## src/verilog/mult_pkg.sv

```systemverilog
package mult_pkg;

	localparam int OP_W       = 10;           // operand width
	localparam int PP_W       = OP_W + 1;     // room for the doubled operand
	localparam int PP_LAST_W  = OP_W;         // sixth row is 0 or +a only
	localparam int PP_ROWS    = 5;            // rows that can be negated
	localparam int PROD_W     = 2 * OP_W;     // full unsigned product
	localparam int FIFO_DEPTH = 2;            // partial-product queue entries

	// one multiplier operand
	typedef logic [OP_W-1:0] operand_t;

	// full partial-product row, negative rows kept bit-inverted
	typedef logic [PP_W-1:0] pp_t;

	// last row from the zero-extended top of b
	typedef logic [PP_LAST_W-1:0] pp_last_t;

	// one negation flag per full row, flag i is b[2i+1]
	typedef logic [PP_ROWS-1:0] signs_t;

	typedef logic [PROD_W-1:0] product_t;

endpackage
```

## src/verilog/booth_mult.sv

```systemverilog
module booth_mult
	import mult_pkg::*;
(
	input  logic     clk,
	input  logic     arst_n,
	input  operand_t a_in,
	input  operand_t b_in,
	input  logic     in_valid,
	output logic     in_ready,
	output product_t product,
	output logic     out_valid,
	input  logic     out_ready
);

	logic     pp_valid, pp_ready;
	pp_t      pp1, pp2, pp3, pp4, pp5;
	pp_last_t pp6;
	signs_t   signs;

	logic     q_valid, q_ready;
	pp_t      q_pp1, q_pp2, q_pp3, q_pp4, q_pp5;
	pp_last_t q_pp6;
	signs_t   q_signs;

	pp_stage u_pp_stage (
		.clk      (clk),
		.arst_n   (arst_n),
		.a_in     (a_in),
		.b_in     (b_in),
		.in_valid (in_valid),
		.in_ready (in_ready),
		.pp_valid (pp_valid),
		.pp_ready (pp_ready),
		.pp1      (pp1),
		.pp2      (pp2),
		.pp3      (pp3),
		.pp4      (pp4),
		.pp5      (pp5),
		.pp6      (pp6),
		.signs    (signs)
	);

	pp_fifo u_pp_fifo (
		.clk       (clk),
		.arst_n    (arst_n),
		.in_valid  (pp_valid),
		.in_ready  (pp_ready),
		.in_pp1    (pp1),
		.in_pp2    (pp2),
		.in_pp3    (pp3),
		.in_pp4    (pp4),
		.in_pp5    (pp5),
		.in_pp6    (pp6),
		.in_signs  (signs),
		.out_valid (q_valid),
		.out_ready (q_ready),
		.out_pp1   (q_pp1),
		.out_pp2   (q_pp2),
		.out_pp3   (q_pp3),
		.out_pp4   (q_pp4),
		.out_pp5   (q_pp5),
		.out_pp6   (q_pp6),
		.out_signs (q_signs)
	);

	product_stage u_product_stage (
		.clk       (clk),
		.arst_n    (arst_n),
		.q_valid   (q_valid),
		.q_ready   (q_ready),
		.q_pp1     (q_pp1),
		.q_pp2     (q_pp2),
		.q_pp3     (q_pp3),
		.q_pp4     (q_pp4),
		.q_pp5     (q_pp5),
		.q_pp6     (q_pp6),
		.q_signs   (q_signs),
		.product   (product),
		.out_valid (out_valid),
		.out_ready (out_ready)
	);

endmodule

```

## src/verilog/product_stage.sv

```systemverilog
module product_stage
	import mult_pkg::*;
(
	input  logic     clk,
	input  logic     arst_n,
	input  logic     q_valid,
	output logic     q_ready,
	input  pp_t      q_pp1,
	input  pp_t      q_pp2,
	input  pp_t      q_pp3,
	input  pp_t      q_pp4,
	input  pp_t      q_pp5,
	input  pp_last_t q_pp6,
	input  signs_t   q_signs,
	output product_t product,
	output logic     out_valid,
	input  logic     out_ready
);

	product_t sum_row;
	product_t carry_row;
	logic     take;

	dadda_tree u_tree (
		.pp1       (q_pp1),
		.pp2       (q_pp2),
		.pp3       (q_pp3),
		.pp4       (q_pp4),
		.pp5       (q_pp5),
		.pp6       (q_pp6),
		.signs     (q_signs),
		.sum_row   (sum_row),
		.carry_row (carry_row)
	);

	assign q_ready = !out_valid || out_ready;
	assign take    = q_valid && q_ready;

	always_ff @(posedge clk or negedge arst_n) begin
		if (!arst_n) begin
			out_valid <= 1'b0;
		end else if (q_ready) begin
			out_valid <= q_valid;
		end
	end

	always_ff @(posedge clk) begin
		if (take)
			product <= sum_row + carry_row;    // final carry-propagate add, mod 2^20
	end

	a_product_hold: assert property (@(posedge clk) disable iff (!arst_n)
		out_valid && !out_ready |=> out_valid && $stable(product));

endmodule

```

## src/verilog/dadda_tree.sv

```systemverilog
module dadda_tree
	import mult_pkg::*;
(
	input  pp_t      pp1,
	input  pp_t      pp2,
	input  pp_t      pp3,
	input  pp_t      pp4,
	input  pp_t      pp5,
	input  pp_last_t pp6,
	input  signs_t   signs,
	output product_t sum_row,
	output product_t carry_row
);

	pp_t rows [PP_ROWS];

	assign rows[0] = pp1;
	assign rows[1] = pp2;
	assign rows[2] = pp3;
	assign rows[3] = pp4;
	assign rows[4] = pp5;

	always_comb begin
		logic [PP_ROWS:0] dots [PROD_W];        // bits stacked in each column
		logic [PP_ROWS:0] next_dots [PROD_W];
		int               height [PROD_W];
		int               next_height [PROD_W];
		int               rd;
		int               lim;
		logic             a;
		logic             b;
		logic             c;

		rd  = 0;
		lim = 0;
		a   = 1'b0;
		b   = 1'b0;
		c   = 1'b0;
		for (int j = 0; j < PROD_W; j++) begin
			dots[j]        = '0;
			next_dots[j]   = '0;
			height[j]      = 0;
			next_height[j] = 0;
		end

		// full rows at weight 2i, each with its +1 at the row lsb
		for (int i = 0; i < PP_ROWS; i++) begin
			for (int k = 0; k < PP_W; k++) begin
				dots[2*i+k][height[2*i+k]] = rows[i][k];
				height[2*i+k]++;
			end
			dots[2*i][height[2*i]] = signs[i];
			height[2*i]++;
		end

		for (int k = 0; k < PP_LAST_W; k++) begin
			dots[2*PP_ROWS+k][height[2*PP_ROWS+k]] = pp6[k];
			height[2*PP_ROWS+k]++;
		end

		// sign extension folded into constants, first row gets s s ~s
		dots[PP_W][height[PP_W]] = signs[0];
		height[PP_W]++;
		dots[PP_W+1][height[PP_W+1]] = signs[0];
		height[PP_W+1]++;
		dots[PP_W+2][height[PP_W+2]] = ~signs[0];
		height[PP_W+2]++;
		for (int i = 1; i < PP_ROWS; i++) begin
			dots[PP_W+2*i][height[PP_W+2*i]] = ~signs[i];   // then a 1 above each ~s
			height[PP_W+2*i]++;
			if (PP_W + 2*i + 1 < PROD_W) begin
				dots[PP_W+2*i+1][height[PP_W+2*i+1]] = 1'b1;
				height[PP_W+2*i+1]++;
			end
		end

		// heights 6 to 4 to 3 to 2
		for (int stg = 0; stg < 3; stg++) begin
			lim = 4 - stg;
			for (int j = 0; j < PROD_W; j++) begin
				next_dots[j]   = '0;
				next_height[j] = 0;
			end
			for (int j = 0; j < PROD_W; j++) begin
				rd = 0;
				for (int n = 0; n < PP_ROWS; n++) begin
					if (next_height[j] + height[j] - rd > lim) begin
						a = dots[j][rd];
						b = dots[j][rd+1];
						if (next_height[j] + height[j] - rd == lim + 1) begin
							c  = 1'b0;                // half adder is enough
							rd = rd + 2;
						end else begin
							c  = dots[j][rd+2];
							rd = rd + 3;
						end
						next_dots[j][next_height[j]] = a ^ b ^ c;
						next_height[j]++;
						if (j + 1 < PROD_W) begin    // carry out of the msb is dropped
							next_dots[j+1][next_height[j+1]] = (a & b) | (c & (a ^ b));
							next_height[j+1]++;
						end
					end
				end
				for (int k = 0; k <= PP_ROWS; k++) begin
					if (k >= rd && k < height[j]) begin
						next_dots[j][next_height[j]] = dots[j][k];
						next_height[j]++;
					end
				end
			end
			dots   = next_dots;
			height = next_height;
		end

		for (int j = 0; j < PROD_W; j++) begin
			sum_row[j]   = dots[j][0];
			carry_row[j] = dots[j][1];
		end
	end

endmodule

```

## src/verilog/pp_fifo.sv

```systemverilog
module pp_fifo
	import mult_pkg::*;
(
	input  logic     clk,
	input  logic     arst_n,
	input  logic     in_valid,
	output logic     in_ready,
	input  pp_t      in_pp1,
	input  pp_t      in_pp2,
	input  pp_t      in_pp3,
	input  pp_t      in_pp4,
	input  pp_t      in_pp5,
	input  pp_last_t in_pp6,
	input  signs_t   in_signs,
	output logic     out_valid,
	input  logic     out_ready,
	output pp_t      out_pp1,
	output pp_t      out_pp2,
	output pp_t      out_pp3,
	output pp_t      out_pp4,
	output pp_t      out_pp5,
	output pp_last_t out_pp6,
	output signs_t   out_signs
);

	// one entry holds a whole bundle
	logic [PP_ROWS*PP_W+PP_LAST_W+PP_ROWS-1:0] mem [FIFO_DEPTH];

	logic [$clog2(FIFO_DEPTH)-1:0] wr_ptr;
	logic [$clog2(FIFO_DEPTH)-1:0] rd_ptr;
	logic [$clog2(FIFO_DEPTH):0]   count;
	logic                          push;
	logic                          pop;

	assign in_ready  = (count != FIFO_DEPTH) || out_ready;   // full but being read is ok
	assign out_valid = (count != '0);                        // no fall-through path
	assign push      = in_valid && in_ready;
	assign pop       = out_valid && out_ready;

	always_ff @(posedge clk or negedge arst_n) begin
		if (!arst_n) begin
			wr_ptr <= '0;
			rd_ptr <= '0;
			count  <= '0;
		end else begin
			if (push)
				wr_ptr <= wr_ptr + 1'b1;     // wraps at the power-of-two depth
			if (pop)
				rd_ptr <= rd_ptr + 1'b1;
			case ({push, pop})
				2'b10:   count <= count + 1'b1;
				2'b01:   count <= count - 1'b1;
				default: count <= count;
			endcase
		end
	end

	always_ff @(posedge clk) begin
		if (push)
			mem[wr_ptr] <= {in_pp1, in_pp2, in_pp3, in_pp4, in_pp5, in_pp6, in_signs};
	end

	assign {out_pp1, out_pp2, out_pp3, out_pp4, out_pp5, out_pp6, out_signs} = mem[rd_ptr];

	// a write into a full queue or a read of an empty one drives the count past the depth
	a_count_range: assert property (@(posedge clk) disable iff (!arst_n)
		count <= FIFO_DEPTH);

	// pointers meet only when the queue is empty or full
	a_ptr_match: assert property (@(posedge clk) disable iff (!arst_n)
		(wr_ptr == rd_ptr) == ((count == '0) || (count == FIFO_DEPTH)));

endmodule

```

## src/verilog/pp_stage.sv

```systemverilog
module pp_stage
	import mult_pkg::*;
(
	input  logic     clk,
	input  logic     arst_n,
	input  operand_t a_in,
	input  operand_t b_in,
	input  logic     in_valid,
	output logic     in_ready,
	output logic     pp_valid,
	input  logic     pp_ready,
	output pp_t      pp1,
	output pp_t      pp2,
	output pp_t      pp3,
	output pp_t      pp4,
	output pp_t      pp5,
	output pp_last_t pp6,
	output signs_t   signs
);

	pp_t      enc_pp1, enc_pp2, enc_pp3, enc_pp4, enc_pp5;
	pp_last_t enc_pp6;
	signs_t   enc_signs;
	logic     load;

	booth u_booth (
		.a     (a_in),
		.b     (b_in),
		.pp1   (enc_pp1),
		.pp2   (enc_pp2),
		.pp3   (enc_pp3),
		.pp4   (enc_pp4),
		.pp5   (enc_pp5),
		.pp6   (enc_pp6),
		.signs (enc_signs)
	);

	assign in_ready = !pp_valid || pp_ready;    // empty or draining this cycle
	assign load     = in_valid && in_ready;

	always_ff @(posedge clk or negedge arst_n) begin
		if (!arst_n) begin
			pp_valid <= 1'b0;
		end else if (in_ready) begin
			pp_valid <= in_valid;
		end
	end

	always_ff @(posedge clk) begin
		if (load) begin
			pp1   <= enc_pp1;
			pp2   <= enc_pp2;
			pp3   <= enc_pp3;
			pp4   <= enc_pp4;
			pp5   <= enc_pp5;
			pp6   <= enc_pp6;
			signs <= enc_signs;
		end
	end

	// a stalled bundle must not change under the queue
	a_pp_hold: assert property (@(posedge clk) disable iff (!arst_n)
		pp_valid && !pp_ready |=>
		pp_valid && $stable({pp1, pp2, pp3, pp4, pp5, pp6, signs}));

endmodule

```

## src/verilog/booth.sv

```systemverilog
module booth
	import mult_pkg::*;
(
	input  operand_t a,
	input  operand_t b,
	output pp_t      pp1,
	output pp_t      pp2,
	output pp_t      pp3,
	output pp_t      pp4,
	output pp_t      pp5,
	output pp_last_t pp6,
	output signs_t   signs
);

	logic [OP_W+2:0] b_ext;    // two zeros above b, one below

	// radix-4 digit select for one overlapping group
	//   000, 111 give 0
	//   001, 010 give +a
	//   011 gives +2a, 100 gives -2a
	//   101, 110 give -a
	function automatic pp_t encode(input logic [2:0] grp, input operand_t op);
		pp_t row;
		case (grp)
			3'b001, 3'b010: row = {1'b0, op};
			3'b011:         row = {op, 1'b0};
			3'b100:         row = ~{op, 1'b0};
			3'b101, 3'b110: row = ~{1'b0, op};
			3'b111:         row = '1;            // minus zero, the flag wraps it back to 0
			default:        row = '0;
		endcase
		return row;
	endfunction

	assign b_ext = {2'b00, b, 1'b0};

	assign pp1 = encode(b_ext[2:0], a);
	assign pp2 = encode(b_ext[4:2], a);
	assign pp3 = encode(b_ext[6:4], a);
	assign pp4 = encode(b_ext[8:6], a);
	assign pp5 = encode(b_ext[10:8], a);

	// top group is {0, 0, b[9]} so only 0 or +a can occur
	always_comb begin
		case (b_ext[12:10])
			3'b001:  pp6 = a;
			default: pp6 = '0;
		endcase
	end

	// top bit of each group marks a negated row
	assign signs = {b[9], b[7], b[5], b[3], b[1]};

endmodule

```

## config.mk

```make
export PLATFORM = sky130hd
export DESIGN_NAME = booth_mult
export DESIGN_NICKNAME = d
export VERILOG_FILES = /design/src/verilog/mult_pkg.sv /design/src/verilog/booth_mult.sv /design/src/verilog/product_stage.sv /design/src/verilog/dadda_tree.sv /design/src/verilog/pp_fifo.sv /design/src/verilog/pp_stage.sv /design/src/verilog/booth.sv
export SDC_FILE = /design/constraint.sdc
export NUM_CORES = 1
export LEC_CHECK = 0
export BUFFER_PORTS_ARGS = -buffer_cell sky130_fd_sc_hd__buf_2
export CAP_MARGIN = 5
export CELL_PAD_IN_SITES_DETAIL_PLACEMENT = 0
export CELL_PAD_IN_SITES_GLOBAL_PLACEMENT = 1
export CORE_MARGIN = 4
export CORE_UTILIZATION = 35
export CTS_CLUSTER_SIZE = 25
export DETAILED_ROUTE_END_ITERATION = 8
export GPL_ROUTABILITY_DRIVEN = 0
export PLACE_DENSITY_LB_ADDON = 0.1
export SYNTH_ARGS = -nofsm -noshare
export SYNTH_HDL_FRONTEND = slang
export SYNTH_SLANG_ARGS = --single-unit
```

## constraint.sdc

```tcl
create_clock -name clk -period 5 [get_ports clk]
set_input_delay 0.75 -clock clk [delete_from_list [all_inputs] [get_ports clk]]
set_output_delay 0.75 -clock clk [all_outputs]
set_load 0.03 [all_outputs]
```

==> metrics <==
Post-Syn Area=~12000 sq um; Fmax=0.2174 GHz; most frequent cells in the layout=edfxtp_1, nand2_1, nor2_1, a21oi_1, mux2_2; Tcrit/Tclk final=92.00%; adder-cell share of the synthesized area=9.896%; die height=189.5 um; root buffer cell=clkbuf_16; dpl ws=0.3842 ns; maxcap violations=0; drt first pass iters=5; top cells by area, synth=edfxtp_1, fa_1, mux2_2, ha_1, a221oi_1; Post-CTS Setup Repair Bufs=0; Fin Clk Skew=0.01010 ns; Bufs on Longest Clock Path=3; crit path time final=4.600 ns; Synth Area per Inst=13.74 sq um; average wire per standard cell=18.55 um; Core Rows=66; crit-path leading delay family=adder cells; Synth top area share=59.90%; CTS H-tree lvls=1; Die ar.=between 30000 and 40000 sq um; RSZ-0062 raised after global routing=no; IO buf count=45; crit-path max cell delay=0.61 ns; Syn Nets=932; synthesized flop and latch total=236; XOR/XNOR Fraction of Synth Area=between 2 and 3%; final setup vio count=0; CP max stage cell=dfrtp_4; CP most frequent cell=fa_1; Synth area leader=edfxtp_1; clock slew at reported path FFs=~0.060 ns; post-synthesis mux area share=7.476%; crit-path cells=buf_12 -> mux2_2 -> fa_1 -> fa_1 -> fa_1 -> ha_1 -> nand3_1 -> o311ai_1 -> or3b_1 -> o221ai_1 -> xnor2_1; CTS tree=built; Total GRT Usage=13.61%; io pins=46; initial antenna violation count=0; vias in the first global route=6548; Final #Nets=roughly 960; DRT antenna net count=0; CTS Sinks=236; status=completed; final hold violation count=0; Crit Path Max Fanout=38; Worst Setup Start Kind=flop; Setup WS post-layout=0.4001 ns; synth unique cells=48; final instance area=13050 sq um; number of synthesized flops with an enable pin=230; area grow syn2layout=13.17%; first-pass GRT wire length=38.76 mm; ys flop type=edfxtp_1; Placed Area=12180 sq um; critical path arrival=4.86 ns; max-slew violation count=0; total gr overflow=0; critical setup path kind=reg -> reg; complex-gate fraction of the synthesized area=under 10%; Post-Route WL=24.58 mm; Seq/Total Area, Yosys=about three fifths; worst-margin pin slew=1.109 ns; Critical Path RT=5.26 ns; Hold Path Class=in -> async; worst-skew pair later-pin latency=0.51 ns; Starting Density=35.44%; Die X=189.5 um; starting DRC count in detailed routing=525; drt drc=0; simple-gate share of the synthesized area=approximately 7%; largest net degree at the start of global routing=slightly above 70; setup TNS=0 ns; Via-to-Cell Ratio=4.910; share of post-route cells with drive strength above 1=about 17%; Vias=6506; CP bufs+invs=1; Rel. slew slack=26.01%; Ys Warns=0; kind of end point of the critical path=flop; Hold-fix buffers, CTS=0; Num CTS Buffers=26; Resized Gates After CTS=0; combinational family with the most area after synthesis=adder cells; commonest non-fill, non-tap cell in the layout=edfxtp_1; Fill cells=3056; Util after Layout=between 40% and 50%; Core ar.=32540 sq um; Cells after Synth=about 840; Post-synth ARST share=2.542%; post-DP HPWL=16.75 mm
[sequential cells by signal, indices dropped and copies added, names as in the netlist]
register,flops
u_pp_stage.pp6,10
u_pp_fifo.mem,140
u_pp_stage.pp1,11
u_pp_fifo.rd_ptr,1
u_pp_stage.pp2,11
u_pp_stage.signs,5
u_pp_stage.pp4,11
u_pp_stage.pp5,11
u_product_stage.out_valid,1
u_product_stage.product,20
u_pp_stage.pp_valid,1
u_pp_fifo.wr_ptr,1
u_pp_fifo.count,2
u_pp_stage.pp3,11
[worst paths after layout]
check | startpoint | end | slack, ns | depth (start not counted)
max | u_pp_fifo.rd_ptr | u_product_stage.product[19] | 0.40 | 11
min | arst_n | u_product_stage.out_valid | 0.06 | 1
max reg2reg | u_pp_fifo.rd_ptr | u_product_stage.product[19] | 0.40 | 11
min reg2reg | u_pp_stage.pp5[6] | u_pp_fifo.mem[0][21] | 0.45 | 0
max in group asynchronous | arst_n | u_pp_fifo.rd_ptr | 4.75 | 1
min in group clk | in_valid | u_pp_stage.pp_valid | 0.43 | 2
[Yosys cell counts (all sizes together) (4+ instances only)]
library cell    n
mux2i          32
o211ai          4
buf             9
a22o            9
o21ai           5
nand2b          6
ha             32
inv            41
xnor2          22
mux2           47
a31oi           4
nor2           69
a21oi          61
dfrtp           6
and2           18
edfxtp        230
fa             37
a221oi         36
xor2           13
a21o            4
nand3           4
nand2          73
clkbuf         44
o22ai          10
[cells by family after synthesis]
kind of cell	count (synthesis)
muxes	79
adders and majority gates	69
xor gates and xnor gates	35
DFF	236
AOI/OAI and AO/OA	143
buffers and inverters	94
and+or+nand+nor	183
[area by class of cell]
type                    count  area, sq um  area share, %
well taps                 442        553.0          4.238
clock inverters            17        192.7          1.477
repair buffers             51        282.8          2.167
diodes                      1        2.502        0.01918
clock buffers              28        679.4          5.206
inverters                  41        153.9          1.179
multi-input cells         509         4125          31.61
flip-flops and latches    236         7061          54.10
[metal layers]
metal	wire length [um]	up-vias	GRT usage [%]	share of wire, %
met5	0	-	0	0
met4	247	0	2.226	1.0
met3	1140	19	2.268	4.6
met2	10830	148	21.01	44
met1	12370	3208	20.66	50
li1	-	3131	-	-
[metrics by stage]
step                      std cells  hold slack [ns]
after global placement         1279           0.4254
after CTS                      1324          0.05609
after floorplan                 839           0.4215
final                          1325          0.06068
after global routing           1324          0.05277
after detailed placement       1279           0.4343
Power is left out: the tool's default activity adds up to more than one toggle a clock period on the data nets, which glitch-free logic cannot reach.
